[src/source/spi_slave_defines.svh]
`ifndef SPI_SLAVE_DEFINES_SVH
`define SPI_SLAVE_DEFINES_SVH

`default_nettype none

// host side word
`define SPI_WORD_W 32

// widest character, 16 bit slot
`define SPI_CHAR_W 16

// enough to index any bit of a character
`define SPI_BIT_IDX_W 4

// flops per pin before edge detection
`define SPI_SYNC_STAGES 2

`default_nettype wire

`endif

[src/source/spi_slave_pkg.sv]
`include "spi_slave_defines.svh"
`default_nettype none

package spi_slave_pkg;

    // one host word, four byte slots or two halfword slots
    typedef logic [`SPI_WORD_W-1:0] word_t;

    // right aligned, unused upper bits zero
    typedef logic [`SPI_CHAR_W-1:0] char_t;

    // index of the last bit is used as the length code
    typedef logic [`SPI_BIT_IDX_W-1:0] bit_idx_t;

    typedef logic [1:0] slot_idx_t;

    typedef enum logic [1:0] {
        ST_IDLE,  // deselected
        ST_LOAD,  // fetch next tx character
        ST_SHIFT  // bits moving
    } shift_state_t;

endpackage

`default_nettype wire

[src/source/spi_char_if.sv]
`timescale 1ns/100ps
`default_nettype none

interface spi_char_if;

    spi_slave_pkg::char_t rx_char;   // completed receive character
    logic                 rx_stb;    // rx_char valid, one cycle
    spi_slave_pkg::char_t tx_char;   // next transmit character
    logic                 tx_take;   // tx_char consumed
    logic                 frame_end; // slave deselected

    // bit engine side
    modport engine (
        output rx_char,
        output rx_stb,
        input  tx_char,
        output tx_take,
        output frame_end
    );

    // word buffer side
    modport host (
        input  rx_char,
        input  rx_stb,
        output tx_char,
        input  tx_take,
        input  frame_end
    );

endinterface

`default_nettype wire

[src/source/spi_char_shifter.sv]
`timescale 1ns/100ps
`default_nettype none

module spi_char_shifter (
    input  wire                      S_SYSCLK,
    input  wire                      S_RESETN,
    input  wire                      active,
    input  wire                      sample_stb,
    input  wire                      shift_stb,
    input  wire                      mosi_s,
    input  wire                      lsb_first,
    input  wire                      cpha,
    input  wire spi_slave_pkg::bit_idx_t char_len,
    output logic                     spi_miso,
    output logic                     spi_miso_oe,
    spi_char_if.engine               chr
);

    spi_slave_pkg::shift_state_t state;
    spi_slave_pkg::bit_idx_t     bit_cnt;
    spi_slave_pkg::bit_idx_t     first_bit;
    spi_slave_pkg::bit_idx_t     last_bit;
    spi_slave_pkg::bit_idx_t     next_bit;
    spi_slave_pkg::char_t        tx_sr;
    spi_slave_pkg::char_t        rx_sr;
    logic                        hold;        // next shift strobe drives, no advance
    logic                        first_char;
    logic                        miso_q;
    logic                        rx_stb_q;
    logic                        frame_end_q;

    assign first_bit = lsb_first ? '0 : char_len;
    assign last_bit  = lsb_first ? char_len : '0;
    assign next_bit  = lsb_first ? bit_cnt + 1'b1 : bit_cnt - 1'b1;

    assign spi_miso      = miso_q;
    assign spi_miso_oe   = active;
    assign chr.tx_take   = active && (state == spi_slave_pkg::ST_LOAD);
    assign chr.rx_char   = rx_sr;
    assign chr.rx_stb    = rx_stb_q;
    assign chr.frame_end = frame_end_q;

    always_ff @(posedge S_SYSCLK or negedge S_RESETN) begin
        if (!S_RESETN) begin
            state       <= spi_slave_pkg::ST_IDLE;
            bit_cnt     <= '0;
            hold        <= 1'b0;
            first_char  <= 1'b1;
            miso_q      <= 1'b1;
            rx_stb_q    <= 1'b0;
            frame_end_q <= 1'b0;
        end else begin
            rx_stb_q    <= 1'b0;
            frame_end_q <= 1'b0;
            if (!active) begin
                frame_end_q <= (state != spi_slave_pkg::ST_IDLE);
                state       <= spi_slave_pkg::ST_IDLE;
                hold        <= 1'b0;
            end else begin
                case (state)
                    spi_slave_pkg::ST_IDLE: begin
                        first_char <= 1'b1;
                        state      <= spi_slave_pkg::ST_LOAD;
                    end
                    spi_slave_pkg::ST_LOAD: begin
                        bit_cnt    <= first_bit;
                        // mode 0/2 drives the very first bit right away
                        hold       <= cpha | ~first_char;
                        first_char <= 1'b0;
                        if (!cpha && first_char) begin
                            miso_q <= chr.tx_char[first_bit];
                        end
                        state      <= spi_slave_pkg::ST_SHIFT;
                    end
                    spi_slave_pkg::ST_SHIFT: begin
                        if (shift_stb) begin
                            if (hold) begin
                                hold   <= 1'b0;
                                miso_q <= tx_sr[bit_cnt];
                            end else begin
                                bit_cnt <= next_bit;
                                miso_q  <= tx_sr[next_bit];
                            end
                        end
                        if (sample_stb && (bit_cnt == last_bit)) begin
                            rx_stb_q <= 1'b1;  // rx_sr complete next cycle
                            state    <= spi_slave_pkg::ST_LOAD;
                        end
                    end
                    default: begin
                        state <= spi_slave_pkg::ST_IDLE;
                    end
                endcase
            end
        end
    end

    // character data
    always_ff @(posedge S_SYSCLK) begin
        if (chr.tx_take) begin
            tx_sr <= chr.tx_char;
            rx_sr <= '0;  // unused high bits read as zero
        end else if (sample_stb && (state == spi_slave_pkg::ST_SHIFT)) begin
            rx_sr[bit_cnt] <= mosi_s;
        end
    end

endmodule

`default_nettype wire

[src/flat_wrapper.sv]
// flat-port wrapper written by rule: the top's interface ports become plain ports
module spi_char_shifter_flat 
  (S_SYSCLK, S_RESETN, active, sample_stb, shift_stb, mosi_s, lsb_first, cpha, char_len, spi_miso, spi_miso_oe, chr_rx_char, chr_rx_stb, chr_tx_char, chr_tx_take, chr_frame_end);
  spi_char_if chr_i ();
  input  wire S_SYSCLK;
  input  wire S_RESETN;
  input  wire active;
  input  wire sample_stb;
  input  wire shift_stb;
  input  wire mosi_s;
  input  wire lsb_first;
  input  wire cpha;
  input  wire spi_slave_pkg::bit_idx_t char_len;
  output logic spi_miso;
  output logic spi_miso_oe;
  output wire logic [$bits(chr_i.rx_char)-1:0] chr_rx_char;
  output wire logic [$bits(chr_i.rx_stb)-1:0] chr_rx_stb;
  input wire logic [$bits(chr_i.tx_char)-1:0] chr_tx_char;
  output wire logic [$bits(chr_i.tx_take)-1:0] chr_tx_take;
  output wire logic [$bits(chr_i.frame_end)-1:0] chr_frame_end;
  assign chr_rx_char = chr_i.rx_char;
  assign chr_rx_stb = chr_i.rx_stb;
  assign chr_i.tx_char = chr_tx_char;
  assign chr_tx_take = chr_i.tx_take;
  assign chr_frame_end = chr_i.frame_end;
  spi_char_shifter u_core (.S_SYSCLK(S_SYSCLK), .S_RESETN(S_RESETN), .active(active), .sample_stb(sample_stb), .shift_stb(shift_stb), .mosi_s(mosi_s), .lsb_first(lsb_first), .cpha(cpha), .char_len(char_len), .spi_miso(spi_miso), .spi_miso_oe(spi_miso_oe), .chr(chr_i));
endmodule
[config.mk]
export PLATFORM = sky130hd
export DESIGN_NAME = spi_char_shifter_flat
export DESIGN_NICKNAME = d
export VERILOG_FILES = /design/src/source/spi_slave_pkg.sv /design/src/source/spi_char_if.sv /design/src/source/spi_char_shifter.sv /design/src/flat_wrapper.sv
export VERILOG_INCLUDE_DIRS = /design/src /design/src/source
export SDC_FILE = /design/constraint.sdc
export NUM_CORES = 1
export LEC_CHECK = 0
export ABC_AREA = 1
export BUFFER_PORTS_ARGS = -buffer_cell sky130_fd_sc_hd__clkbuf_2
export CAP_MARGIN = 20
export CORE_MARGIN = 2
export CORE_UTILIZATION = 45
export DETAILED_ROUTE_END_ITERATION = 10
export PLACE_DENSITY = 0.7
export SYNTH_ARGS = -nofsm -noshare
export SYNTH_HDL_FRONTEND = slang
export SYNTH_SLANG_ARGS = --single-unit
[constraint.sdc]
create_clock -name S_SYSCLK -period 2 [get_ports S_SYSCLK]
set_input_delay 0.2 -clock S_SYSCLK [delete_from_list [all_inputs] [get_ports S_SYSCLK]]
set_output_delay 0.2 -clock S_SYSCLK [all_outputs]
set_load 0.01 [all_outputs]
==> impl_metrics.py <==
metrics = {
    "sta": {
        "worst-slew-pin-transition_ns": 0.392,
        "drv_slew": 0,
        "final.setup_skew_ns": 0.0138,
        "fin_crit_ns": 1.79,
        "hold_viol": 0,
        "rsz0062_at_grt": "no",
        "finalCritPeriodShare_pct": 89.5,
        "setup_viol": 0,
        "tns_ns": 0,
        "fmax_mhz": 559,
        "slew_headroom_pct": 73.8,
        "hold_ws_ns": 0.0891,
    },
    "placed_design": {
        "dpl.hpwl_mm": 4.63,
        "numPortBuffers": 48,
        "gp_congestion": 0.902,
    },
    "critical_path": {
        "r2r-start": "u_core.bit_cnt[0]",
        "end_kind": "flip-flop",
        "cp-start-kind": "flip-flop",
        "crit_type": "flip-flop to flip-flop",
        "reg2reg_to": "u_core.spi_miso",
        "required_ns": 2.25,
        "worst_ep_arrival_time_ns": 2.04,
        "rr_worst_depth": 12,
        "reg2reg_slack_ns": 0.21,
        "path_max_fanout": 5,
    },
    "cells_and_area": {
        "multi_input_area_um2": 1160,
        "ff_latch_area_um2": 1080,
        "drive_gt1_share_pct": 22.4,
        "antenna_cells": 0,
        "area_growth_pct": 15.7,
        "fin_nets": 418,
        "layout_commonest_cell": "nand2_1",
        "fillCellCount": 537,
        "final_cell_mix": "88 x nand2_1, 48 x clkbuf_2, 39 x inv_1",
    },
    "clocking": {
        "tritoncts": "yes",
        "clock_latency_ns": 0.30,
        "cts_max_level": 2,
        "cts_setup_buffers": 0,
        "path_clk_slew_ns": 0.09,
        "cts_max_path_buffers": 2,
        "clock-root-buffer": "clkbuf_8",
        "cts_buffers": 5,
        "cts.sinks": 43,
    },
    "yosys": {
        "ys_async_sr_fraction_pct": 25.6,
        "syn_avg_cell_area_um2": 7.41,
        "ys_warn_count": 0,
        "syn_area_um2": 2500,
        "synth-seq-cells": 43,
        "synth_edf_count": 16,
        "synth_flop_cell": "edfxtp_1",
        "yosysSeqAreaShare_pct": 43.2,
        "syn_inst": 337,
        "synth_cell_types": 34,
        "syn_nets": 368,
    },
    "detailed_routing": {
        "antenna_left": 0,
        "drc": 0,
        "routed_wl_mm": 6.00,
        "via_count": 2339,
        "viasPerCell": 5.08,
        "post_drt_wl_per_cell_um": 13.0,
        "dr.pass1.iters": 5,
        "drtIter0Drc": 166,
    },
    "grt": {
        "grt_overflow_total": 0,
        "antenna_found_initial": 0,
        "gr-usage-all-layers_pct": 20.9,
        "grt_pass1_wl_mm": 10.2,
        "grt_max_degree": 37,
        "grt_pass1_vias": 2179,
    },
    "hold_path": {
        "hold_class": "primary input to flip-flop",
        "min_from": "chr_tx_char[6]",
        "min_to": "u_core.tx_sr[6]",
        "min_path_cells": 1,
    },
    "die": {
        "ios": 49,
        "die_w_um": 78.5,
        "core_area_um2": 5440,
        "dieArea_um2": 6160,
        "die_h_um": 78.5,
        "num_rows": 27,
        "initial_utilization_pct": 45.9,
    },
    "pwr": {
        "p_per_area_nw_per_um2": 1060,
        "power.leakage_nw": 1.40,
        "irDropWorstVdd_mv": 0.478,
        "power.total_mw": 3.08,
    },
    "job": {
        "cap_violations": 0,
    },
    "status": {
        "outcome": "complete, no violations",
    },
}
sequential cells by signal (all words and copies together), names as in the netlist:
register              cells
u_core.tx_sr             16
u_core.state              2
u_core.first_char         1
u_core.chr.rx_stb         1
u_core.chr.rx_char       16
u_core.spi_miso           1
u_core.bit_cnt            4
u_core.hold               1
u_core.chr.frame_end      1
synthesized netlist by cell type (all sizes together), types with 2 or more instances:
library cell  number  area, µm²
a21oi             23        115
buf               10       71.3
clkbuf             2       7.51
dfrtp              9        225
dfstp              2       52.6
dfxtp             16        320
edfxtp            16        480
ha                 2       25.0
inv               47        181
nand2             91        349
nand3             29        150
nor2              31        144
nor3              11       55.1
o211ai             8       60.1
o21ai             29        149
xor2               4       35.0
worst max-delay path by stage:
stage               slack [ns]              start              end  cells past startpoint
global placement          0.25          lsb_first  u_core.spi_miso                     12
global route             0.002  u_core.bit_cnt[0]  u_core.spi_miso                     12
detailed placement        0.18  u_core.bit_cnt[0]  u_core.spi_miso                     12
floorplan                 0.06  u_core.bit_cnt[0]  u_core.spi_miso                     14
finish                    0.21  u_core.bit_cnt[0]  u_core.spi_miso                     12
CTS                       0.18  u_core.bit_cnt[0]  u_core.spi_miso                     12
power by group:
group | switching [mW] | internal (mW) | total [mW]
logic | 0.900 | 0.476 | 1.38
registers | 0.103 | 1.04 | 1.15
clock network | 0.312 | 0.240 | 0.552
total | 1.32 | 1.76 | 3.08
metrics by stage:
step                      area, µm²  utilization, %  instances  worst slack, ns
after CTS                      2890            53.1        460            0.184
after floorplan                2500               -        337           0.0650
after global routing           2890            53.2        460          0.00240
after detailed placement       2800            51.4        451            0.184
after global placement         2800            51.4        451            0.246
final                          2890            53.2        460            0.211
critical path: stages, from the launching register on:
cell and delay (ns):
dfrtp_1 0.36, inv_1 0.09, fa_2 0.61, inv_1 0.11, nor2_1 0.11, nand2_1 0.05, nand2_1 0.05, nand2_1 0.05
nand3_1 0.08, nand3_1 0.07, nand3_1 0.08, nand2_1 0.05, inv_1 0.04
cell families after synthesis:
group                      count (synthesis)  synth area share [%]
and+or+nand+nor                          165                  28.7
AOI/OAI and AO/OA                         62                  14.2
buffers and inverters                     59                  10.4
DFF                                       43                  43.2
xor gates and xnor gates                   5                  1.75
adders and majority gates                  3                  1.80
cell type report:
cell class,count,share of cell area (%)
Clock inverter,3,0.519
Sequential cell,43,37.3
Inverter,47,6.27
Tap cell,72,3.12
Timing Repair Buffer,55,10.2
Multi-Input combinational cell,235,40.2
Clock buffer,5,2.38
what timing repair did:
item / CTS / global route
gates resized for setup: 0 / 1
hold endpoints to repair: 9 / 0
hold buffers: 1 / 0
endpoints found under the setup margin: 0 / 1
routing by layer:
metal	up-vias	GRT usage, %	wire length [µm]
met3	4	3.33	292
met1	1065	28.6	2750
met5	-	0	0
met4	0	7.02	49
li1	1201	-	-
met2	69	33.9	2910
(Power assumes the default switching activity.)
