$ cat src/source/spi_slave_defines.svh
`ifndef SPI_SLAVE_DEFINES_SVH
`define SPI_SLAVE_DEFINES_SVH

`default_nettype none

// host side word
`define SPI_WORD_W 32

// widest character, 16 bit slot
`define SPI_CHAR_W 16

// enough to index any bit of a character
`define SPI_BIT_IDX_W 4

// flops per pin before edge detection
`define SPI_SYNC_STAGES 2

`default_nettype wire

`endif

$ cat src/source/spi_slave_pkg.sv
`include "spi_slave_defines.svh"
`default_nettype none

package spi_slave_pkg;

    // one host word, four byte slots or two halfword slots
    typedef logic [`SPI_WORD_W-1:0] word_t;

    // right aligned, unused upper bits zero
    typedef logic [`SPI_CHAR_W-1:0] char_t;

    // index of the last bit is used as the length code
    typedef logic [`SPI_BIT_IDX_W-1:0] bit_idx_t;

    typedef logic [1:0] slot_idx_t;

    typedef enum logic [1:0] {
        ST_IDLE,  // deselected
        ST_LOAD,  // fetch next tx character
        ST_SHIFT  // bits moving
    } shift_state_t;

endpackage

`default_nettype wire

$ cat src/source/spi_char_if.sv
`timescale 1ns/100ps
`default_nettype none

interface spi_char_if;

    spi_slave_pkg::char_t rx_char;   // completed receive character
    logic                 rx_stb;    // rx_char valid, one cycle
    spi_slave_pkg::char_t tx_char;   // next transmit character
    logic                 tx_take;   // tx_char consumed
    logic                 frame_end; // slave deselected

    // bit engine side
    modport engine (
        output rx_char,
        output rx_stb,
        input  tx_char,
        output tx_take,
        output frame_end
    );

    // word buffer side
    modport host (
        input  rx_char,
        input  rx_stb,
        output tx_char,
        input  tx_take,
        input  frame_end
    );

endinterface

`default_nettype wire

$ cat src/source/spi_word_packer.sv
`timescale 1ns/100ps
`default_nettype none

module spi_word_packer (
    input  wire                      S_SYSCLK,
    input  wire                      S_RESETN,
    input  wire spi_slave_pkg::bit_idx_t char_len,
    input  wire spi_slave_pkg::word_t    tx_word,
    input  wire                      tx_valid,
    output logic                     tx_ready,
    output spi_slave_pkg::word_t     rx_word,
    output logic                     rx_valid,
    input  wire                      rx_ready,
    output logic                     rx_overrun,
    spi_char_if.host                 chr
);

    spi_slave_pkg::word_t     tx_buf;
    spi_slave_pkg::word_t     rx_acc;
    spi_slave_pkg::word_t     rx_fill;
    spi_slave_pkg::slot_idx_t tx_slot;
    spi_slave_pkg::slot_idx_t rx_slot;
    spi_slave_pkg::slot_idx_t last_slot;
    spi_slave_pkg::char_t     tx_slot_data;
    spi_slave_pkg::char_t     char_mask;
    logic                     wide;       // 16 bit slots
    logic                     tx_full;
    logic                     rx_blocked;

    assign wide       = (char_len > 7);
    assign last_slot  = wide ? 2'd1 : 2'd3;
    assign rx_blocked = rx_valid & ~rx_ready;  // previous word still pending

    always_comb begin
        for (int i = 0; i < $bits(spi_slave_pkg::char_t); i++) begin
            char_mask[i] = (i <= char_len);
        end
    end

    always_comb begin
        if (wide) begin
            tx_slot_data = tx_buf[{tx_slot[0], 4'b0000} +: 16];
        end else begin
            tx_slot_data = {8'h00, tx_buf[{tx_slot, 3'b000} +: 8]};
        end
    end

    assign chr.tx_char = tx_full ? (tx_slot_data & char_mask) : '1;  // idle ones

    // first slot starts a fresh word
    always_comb begin
        rx_fill = (rx_slot == 2'd0) ? '0 : rx_acc;
        if (wide) begin
            rx_fill[{rx_slot[0], 4'b0000} +: 16] = chr.rx_char;
        end else begin
            rx_fill[{rx_slot, 3'b000} +: 8] = chr.rx_char[7:0];
        end
    end

    always_ff @(posedge S_SYSCLK or negedge S_RESETN) begin
        if (!S_RESETN) begin
            tx_full    <= 1'b0;
            tx_ready   <= 1'b0;
            tx_slot    <= '0;
            rx_slot    <= '0;
            rx_valid   <= 1'b0;
            rx_overrun <= 1'b0;
        end else begin
            rx_overrun <= 1'b0;
            if (tx_valid && tx_ready) begin
                tx_full  <= 1'b1;
                tx_ready <= 1'b0;
            end else begin
                tx_ready <= ~tx_full;
            end
            if (rx_valid && rx_ready) begin
                rx_valid <= 1'b0;
            end
            if (chr.frame_end) begin
                tx_slot <= '0;
                rx_slot <= '0;
                if (tx_slot != 2'd0) begin
                    tx_full <= 1'b0;  // drop rest of a started word
                end
            end else begin
                if (chr.tx_take && tx_full) begin
                    if (tx_slot == last_slot) begin
                        tx_slot <= '0;
                        tx_full <= 1'b0;
                    end else begin
                        tx_slot <= tx_slot + 1'b1;
                    end
                end
                if (chr.rx_stb) begin
                    if (rx_slot == last_slot) begin
                        rx_slot <= '0;
                        if (rx_blocked) begin
                            rx_overrun <= 1'b1;
                        end else begin
                            rx_valid <= 1'b1;
                        end
                    end else begin
                        rx_slot <= rx_slot + 1'b1;
                    end
                end
            end
        end
    end

    always_ff @(posedge S_SYSCLK) begin
        if (tx_valid && tx_ready) begin
            tx_buf <= tx_word;
        end
        if (chr.rx_stb) begin
            rx_acc <= rx_fill;
            if ((rx_slot == last_slot) && !rx_blocked) begin
                rx_word <= rx_fill;
            end
        end
    end

endmodule

`default_nettype wire

$ cat src/flat_wrapper.sv
// flat-port wrapper written by rule: the top's interface ports become plain ports
module spi_word_packer_flat 
  (S_SYSCLK, S_RESETN, char_len, tx_word, tx_valid, tx_ready, rx_word, rx_valid, rx_ready, rx_overrun, chr_rx_char, chr_rx_stb, chr_tx_char, chr_tx_take, chr_frame_end);
  spi_char_if chr_i ();
  input  wire S_SYSCLK;
  input  wire S_RESETN;
  input  wire spi_slave_pkg::bit_idx_t char_len;
  input  wire spi_slave_pkg::word_t tx_word;
  input  wire tx_valid;
  output logic tx_ready;
  output spi_slave_pkg::word_t rx_word;
  output logic rx_valid;
  input  wire rx_ready;
  output logic rx_overrun;
  input wire logic [$bits(chr_i.rx_char)-1:0] chr_rx_char;
  input wire logic [$bits(chr_i.rx_stb)-1:0] chr_rx_stb;
  output wire logic [$bits(chr_i.tx_char)-1:0] chr_tx_char;
  input wire logic [$bits(chr_i.tx_take)-1:0] chr_tx_take;
  input wire logic [$bits(chr_i.frame_end)-1:0] chr_frame_end;
  assign chr_i.rx_char = chr_rx_char;
  assign chr_i.rx_stb = chr_rx_stb;
  assign chr_tx_char = chr_i.tx_char;
  assign chr_i.tx_take = chr_tx_take;
  assign chr_i.frame_end = chr_frame_end;
  spi_word_packer u_core (.S_SYSCLK(S_SYSCLK), .S_RESETN(S_RESETN), .char_len(char_len), .tx_word(tx_word), .tx_valid(tx_valid), .tx_ready(tx_ready), .rx_word(rx_word), .rx_valid(rx_valid), .rx_ready(rx_ready), .rx_overrun(rx_overrun), .chr(chr_i));
endmodule
$ cat config.mk
export PLATFORM = sky130hd
export DESIGN_NAME = spi_word_packer_flat
export DESIGN_NICKNAME = d
export VERILOG_FILES = /design/src/source/spi_slave_pkg.sv /design/src/source/spi_char_if.sv /design/src/source/spi_word_packer.sv /design/src/flat_wrapper.sv
export VERILOG_INCLUDE_DIRS = /design/src /design/src/source
export SDC_FILE = /design/constraint.sdc
export NUM_CORES = 1
export LEC_CHECK = 0
export ABC_AREA = 1
export BUFFER_PORTS_ARGS = -buffer_cell sky130_fd_sc_hd__buf_2
export CORE_ASPECT_RATIO = 0.5
export CORE_UTILIZATION = 50
export DETAILED_ROUTE_END_ITERATION = 10
export GPL_ROUTABILITY_DRIVEN = 0
export HOLD_SLACK_MARGIN = 0.08
export PLACE_DENSITY_LB_ADDON = 0.05
export SETUP_SLACK_MARGIN = 0.3
export SYNTH_ARGS = -nofsm -noshare
export SYNTH_HDL_FRONTEND = slang
export SYNTH_SLANG_ARGS = --single-unit
$ cat constraint.sdc
create_clock -name S_SYSCLK -period 7.49 [get_ports S_SYSCLK]
set_input_delay 0 -clock S_SYSCLK [delete_from_list [all_inputs] [get_ports S_SYSCLK]]
set_output_delay 0 -clock S_SYSCLK [all_outputs]
set_load 0.02 [all_outputs]
==> impl_results.md, run 1 <==
- Share of Yosys cell area claimed by the top area cell type: 0.5592
- Maximum clock path buffer count: 2
- Distinct cell type count of the synthesized netlist: 28
- Via-per-instance ratio: 5.055
- Netlist area before placement: 5155 sq um
- Syn nets: 600
- FF-to-FF Start: u_core.rx_slot[0]$_DFFE_PN0P_
- DRC errors left: 0
- Final critical-path share of the clock period: 0.3947
- Area of the placeable core: 9728 sq um
- Number of failing hold endpoints at the final stage: 0
- Worst flop-to-flop path endpoint: u_core.rx_acc[1]$_DFFE_PP_
- Number of buffers added by the clock tree synthesis step: 9
- Synth Instances: 535
- Largest voltage drop on the vdd net: between 0.15 and 0.2 mV
- Sum of overflow across all layers after global routing: 0
- Leak pwr: 2.858 nW
- CP max stage delay: roughly 830 ps
- CTS HTree Levels: 3
- Final Slew Violations: 0
- Area grow syn2layout: 25.53%
- Antenna Violating Nets Remaining: 0
- Number of cells on the worst hold path: 3
- Leading cell types in the layout, fill and taps excluded: sky130_fd_sc_hd__nand2_1 (204), sky130_fd_sc_hd__buf_2 (109), sky130_fd_sc_hd__edfxtp_1 (96)
- Number of sinks driven by the clock tree: 104
- Number of violations reported at the end of detailed-routing iteration 0: 340
- Required time at the worst-slack endpoint: 7570 ps
- Achievable frequency: between 300 and 400 MHz
- Max-cap violation count: 0
- Most common library cell in the layout ignoring fill and taps: sky130_fd_sc_hd__nand2_1
- Relative contribution of the clock network to total power: 0.284
- Chip Width: 145.6 um
- Floorplan die height: between 70 and 80 um
- Switching Share: 0.3162
- Net Switching: roughly 0.0005 W
- Fraction of layout cells with a size suffix above 1: 0.2188
- Setup repair after global routing missed its margin: no
- Post-Route Skew: about 8.9 ps
- Arrival time at the worst endpoint: approximately 3000 ps
- Vias in the first global route: 3957
- Worst min-delay path category: in2reg
- Critical path peak fanout: 22
- Total wire length after detailed routing: 11880 um
- Leading post-synthesis cells by cell area: sky130_fd_sc_hd__edfxtp_1 (56%), sky130_fd_sc_hd__nand2_1 (15%), sky130_fd_sc_hd__dfrtp_1 (3.9%)
- First-pass GRT wire length: 19350 um
- Area of the die: between 10000 and 15000 sq um
- Clock transition at the registers of the reported paths: 70 ps
- DR pass1 iterations: 5
- Count of buffers added by post-CTS timing repair for setup: 0
- Final HPWL from detailed placement: roughly 7700 um
- Port-buffer cells: 109
- Cell chosen for the clock root: sky130_fd_sc_hd__clkbuf_16
- Depth of the most critical reg-to-reg path: 5
- Total global-route track usage: 0.2357
- Worst-path cell chain: inv_6, ha_1, inv_1, nand3_2, o22ai_1
- Drt wl/cell: 14.40 um
- Hold path start: chr_rx_char[6]
- Clock period minus final worst setup slack: 2957 ps
- Number of placement rows: 25
- Routed vias: 4170
- Pwr/cell area: 247.6 nW/um^2
- Part of the total power dissipated in sequential elements: 0.468
- Starting Density: 0.5299
- Worst Hold Endpoint: u_core.rx_word[6]$_DFFE_PP_
- IO Pins: 110
- Max-slew headroom at the worst pin: 0.3514
- Startpoint type of the worst setup path: register
- Register-to-register setup slack: about 4500 ps
- Result of the run: completed
- Number of failing setup endpoints in the final timing report: 0
- CP max-delay cell: sky130_fd_sc_hd__ha_1
- Crit path buffers/inverters: 2
- Internal Power: 0.001096 W
- CP delay by family, top: adder cells
- Startpoint-to-endpoint class of the critical path: reg2reg
- Post-synthesis sequential element count: between 100 and 150
- TritonCTS clock tree: done
- Relative contribution of combinational cells to total power: 0.249
- Diodes inserted: 0
- Total chip power: 0.001603 W
- Synth Warn #: 0
- Pin count of the biggest net entering global routing: 35
- Sum Neg Setup Slack: 0 ps
- Syn_area_per_cell: approximately 9.6 sq um
- Most area-hungry cell type in the Yosys netlist: sky130_fd_sc_hd__edfxtp_1
- Tightest Pin Transition: 972.9 ps
- Latest clock arrival within the worst-skew pair: around 340 ps
- Number of nets in the layout: 750
- Sequential-to-total area share from yosys stat: 0.5981
- Antenna violations before repair: 0
- Endpoint class of the critical path: register
layer usage:
metal / global-route usage / routed length (um)
met4: 0.06199 / 103
met3: 0.05652 / 831
met5: 0 / 0
met2: 0.3894 / 5484
met1: 0.3170 / 5458
final cells by class:
| type | count | area [sq um] |
|---|---|---|
| Multi-Input combinational cell | 357 | 1680 |
| Fill cell | 805 | 3257 |
| Clock buffer | 9 | 225.2 |
| Inverter | 54 | 210.2 |
| Sequential cell | 104 | 3083 |
| Tap cell | 135 | 168.9 |
| Clock inverter | 7 | 62.56 |
| Timing Repair Buffer | 159 | 1041 |
kinds of logic (layout without fill, tap and decap cells):
family,after synthesis,in the layout,share of synthesized area
buffers and inverters,74,229,0.07719
AND/OR/NAND/NOR,274,274,0.2223
AO/OA/AOI/OAI,77,77,0.08787
adder cells (fa/ha/maj),6,6,0.01456
flip-flops,104,104,0.5981
power by group through the flow:
| stage | Combinational [W] | Clock [W] | Sequential (W) |
|---|---|---|---|
| final | 0.000398 | 0.000455 | 0.000749 |
| after CTS | 0.000396 | 0.000462 | 0.000749 |
| after global routing | 0.000445 | 0.000486 | 0.000758 |
| after detailed placement | 0.000376 | 0 | 0.000761 |
| after floorplan | 0.000279 | 0 | 0.000748 |
| after global placement | 0.000374 | 0 | 0.000761 |
worst register-to-register path, stage by stage, from the launching register on:
cell and delay, ps:
sky130_fd_sc_hd__dfrtp_1 560, sky130_fd_sc_hd__inv_6 260, sky130_fd_sc_hd__ha_1 830, sky130_fd_sc_hd__inv_1 550
sky130_fd_sc_hd__nand3_2 340, sky130_fd_sc_hd__o22ai_1 140
worst max-delay path by stage:
stage | startpoint | end | slack [ps] | cells after the start
2_1_floorplan | u_core.rx_slot[0]$_DFFE_PN0P_ | u_core.rx_word[0]$_DFFE_PP_ | 4970 | 6
3_3_place_gp | u_core.rx_slot[0]$_DFFE_PN0P_ | u_core.rx_acc[31]$_DFFE_PP_ | 4690 | 7
3_5_place_dp | u_core.rx_slot[0]$_DFFE_PN0P_ | u_core.rx_word[31]$_DFFE_PP_ | 4580 | 7
4_1_cts | u_core.rx_slot[0]$_DFFE_PN0P_ | u_core.rx_acc[31]$_DFFE_PP_ | 4550 | 7
5_1_grt | u_core.rx_slot[0]$_DFFE_PN0P_ | u_core.rx_word[15]$_DFFE_PP_ | 4320 | 7
6_report | u_core.rx_slot[0]$_DFFE_PN0P_ | u_core.rx_acc[1]$_DFFE_PP_ | 4530 | 5
cells in the mapped netlist (all sizes together):
cell type  count
nor2          32
o21ai         40
o22ai          8
a21oi          6
a21boi         5
ha             6
dfrtp          8
clkbuf         1
o21a           1
nand4          3
a22oi         17
nand3         33
nand2        205
nor3           1
edfxtp        96
buf           19
inv           54
sequential cells by signal, indices dropped and copies added (netlist names):
register,count
u_core.rx_word,32
u_core.rx_valid,1
u_core.tx_full,1
u_core.rx_slot,2
u_core.rx_overrun,1
u_core.tx_buf,32
u_core.tx_slot,2
u_core.tx_ready,1
u_core.rx_acc,32
per-stage QoR:
stage | cell area (sq um) | hold slack (ps) | setup WS, ps | util | std cells
after CTS | 6471 | 116.2 | 4552 | 0.6652 | 825
after global placement | 5703 | -147.5 | 4685 | 0.5862 | 761
after floorplan | 5155 | -295.6 | 4973 | - | 535
after detailed placement | 5703 | -143.9 | 4585 | 0.5862 | 761
final | 6471 | 132.0 | 4533 | 0.6652 | 825
after global routing | 6471 | 128.7 | 4317 | 0.6652 | 825
repair_timing:
item                                   in CTS  in global routing
resized for setup                           0                  0
endpoints found under the hold margin      82                  0
setup endpoints to repair                   0                  0
hold buffers                               48                  0
Power figures use the tool's default switching activity.
==> inputs of run 2 (changes only) <==
==> constraint.sdc (replaced) <==
create_clock -name S_SYSCLK -period 2.95 [get_ports S_SYSCLK]
set_input_delay 0 -clock S_SYSCLK [delete_from_list [all_inputs] [get_ports S_SYSCLK]]
set_output_delay 0 -clock S_SYSCLK [all_outputs]
set_load 0.02 [all_outputs]
==> impl_results.md, run 2 (synthesis results as in run 1) <==
- Drt wl/cell: 14.25 um (-1.0%)
- Antenna Violating Nets Remaining: 0 (unchanged)
- Number of nets in the layout: 754 (+0.53%)
- Tightest Pin Transition: 874.6 ps (-98.31 ps)
- Setup repair after global routing missed its margin: no
- IO Pins: 110 (unchanged)
- Routed vias: 4134 (-0.86%)
- Leak pwr: 2.872 nW (+0.49%)
- Worst min-delay path category: in2reg
- Clock period minus final worst setup slack: 2301 ps (-655.7 ps)
- Clock transition at the registers of the reported paths: 60 ps (about the same)
- Largest voltage drop on the vdd net: 0.4311 mV (+150%)
- First-pass GRT wire length: 18520 um (-4.3%)
- Cell chosen for the clock root: sky130_fd_sc_hd__clkbuf_16
- Area grow syn2layout: 25.87%
- Achievable frequency: 434.6 MHz (+28%)
- Top flop regs: u_core.rx_acc x32, u_core.rx_word x32, u_core.tx_buf x32
- Latest clock arrival within the worst-skew pair: 340 ps (about the same)
- Total of cells resized after clock tree synthesis: 0 (unchanged)
- Number of inserted filler cells in the final layout: 816 (+1.4%)
- Starting Density: 0.5299 (unchanged)
- Vias in the first global route: 3820 (-3.5%)
- Pwr/cell area: 623.2 nW/um^2 (+150%)
- Area of the die: 10740 sq um (unchanged)
- Sum of overflow across all layers after global routing: 0 (unchanged)
- Fin area: 6489 sq um (+0.27%)
- Number of sinks driven by the clock tree: 104 (unchanged)
- Startpoint-to-endpoint class of the critical path: reg2reg
- Critical path peak fanout: 22 (unchanged)
- Final HPWL from detailed placement: 7567 um (-1.8%)
- Number of buffers inserted by hold repair at cts: 48 (unchanged)
- Via-per-instance ratio: 4.999 (-1.1%)
- DRC errors left: 0 (unchanged)
- Required time at the worst-slack endpoint: 3110 ps (-4460 ps)
- Port-buffer cells: 109 (unchanged)
- Final critical-path share of the clock period: 0.7799 (+0.3852)
- Placement-stage cell area: 5733 sq um (+0.53%)
- Max-slew headroom at the worst pin: 0.4169 (+0.06554)
- Fraction of layout cells with a size suffix above 1: 0.2225 (+0.003703)
- Sum Neg Setup Slack: 0 ps (unchanged)
- DR pass1 iterations: 5 (unchanged)
- Result of the run: completed
- Number of violations reported at the end of detailed-routing iteration 0: 304 (-11%)
- Pin count of the biggest net entering global routing: 35 (unchanged)
- Endpoint class of the critical path: register
- Total global-route track usage: 0.2300 (-0.005711)
- Arrival time at the worst endpoint: 2460 ps (-570 ps)
- Total wire length after detailed routing: 11780 um (-0.79%)
- Final Slew Violations: 0 (unchanged)
- Startpoint type of the worst setup path: register
- Leading cell types in the layout, fill and taps excluded: sky130_fd_sc_hd__nand2_1 (204), sky130_fd_sc_hd__buf_2 (109), sky130_fd_sc_hd__edfxtp_1 (96)
- Antenna violations before repair: 0 (unchanged)
- Max-cap violation count: 0 (unchanged)
- Diodes inserted: 0 (unchanged)
- Most common library cell in the layout ignoring fill and taps: sky130_fd_sc_hd__nand2_1
- Number of buffers added by the clock tree synthesis step: 9 (unchanged)
- Post-Route Skew: 7.124 ps (-1.797 ps)
- Count of buffers added by post-CTS timing repair for setup: 0 (unchanged)
- Number of placement rows: 25 (unchanged)
- Number of failing setup endpoints in the final timing report: 0 (unchanged)
- Maximum clock path buffer count: 2 (unchanged)
- CTS HTree Levels: 3 (unchanged)
- Floorplan die height: 73.80 um (unchanged)
- Number of failing hold endpoints at the final stage: 0 (unchanged)
- TritonCTS clock tree: done
- Area of the placeable core: 9728 sq um (unchanged)
- Chip Width: 145.6 um (unchanged)
## run 2: changes by cell type in the layout (fill, tap and decap cells not counted)
cell                       before  now
sky130_fd_sc_hd__clkinv_1       3    2
sky130_fd_sc_hd__buf_4          2    6
sky130_fd_sc_hd__clkinv_4       1    0
## run 2: worst paths after layout
check / to / slack [ps] / from / depth (start not counted)
min in group asynchronous: u_core.rx_slot[0]$_DFFE_PN0P_ / 620 / S_RESETN / 3
worst max register to register: u_core.rx_acc[6]$_DFFE_PP_ / 650 / u_core.rx_slot[0]$_DFFE_PN0P_ / 5
worst max-delay path: u_core.rx_acc[6]$_DFFE_PP_ / 650 / u_core.rx_slot[0]$_DFFE_PN0P_ / 5
max in group asynchronous: u_core.rx_slot[1]$_DFFE_PN0P_ / 2060 / S_RESETN / 3
worst min-delay path: u_core.rx_word[1]$_DFFE_PP_ / 120 / chr_rx_char[1] / 3
worst min register to register: u_core.tx_ready$_DFF_PN0_ / 560 / u_core.tx_ready$_DFF_PN0_ / 3
## run 2: worst max-delay path: stages, from the launching register on
cell and delay (ps):
sky130_fd_sc_hd__dfrtp_1 650, sky130_fd_sc_hd__inv_6 180, sky130_fd_sc_hd__ha_1 290, sky130_fd_sc_hd__inv_1 420, sky130_fd_sc_hd__nand3_2 270, sky130_fd_sc_hd__o22ai_1 300
## run 2: layout make-up
| class | count | area [sq um] | share of cell area |
|---|---|---|---|
| sequential | 104 | 3083 | 0.4751 |
| inverter | 54 | 210.2 | 0.03239 |
| tap | 135 | 168.9 | 0.02603 |
| clock inverter | 5 | 50.05 | 0.007713 |
| clock buffer | 9 | 225.2 | 0.03471 |
| timing repair buffer | 163 | 1071 | 0.1651 |
| multi-input combinational | 357 | 1680 | 0.2590 |
## run 2: per-stage QoR
step                power [W]  hold WS (ps)  setup WS (ps)  instances  utilization
floorplan            0.002609        -295.6          432.6        535            -
detailed placement   0.002892        -140.9          721.9        765       0.5893
global route         0.004253         129.0          482.6        827       0.6670
global placement     0.002887        -144.5          839.3        765       0.5893
CTS                  0.004059         111.8          686.6        827       0.6670
finish               0.004044         122.2          649.1        827       0.6670
## run 2: routing by layer
layer | vias to the layer above | global-route usage | routed length [um]
li1 | 2092 | - | -
met1 | 1878 | 0.3083 | 5561
met2 | 152 | 0.3798 | 5382
met3 | 12 | 0.05901 | 767
met4 | 0 | 0.05614 | 72
met5 | - | 0 | 0
## run 2: power by group
group | switching [W] | internal, W
Sequential | 0.000106 | 0.00180
Clock | 0.000485 | 0.000640
Combinational | 0.000675 | 0.000340
Total | 0.00127 | 0.00278
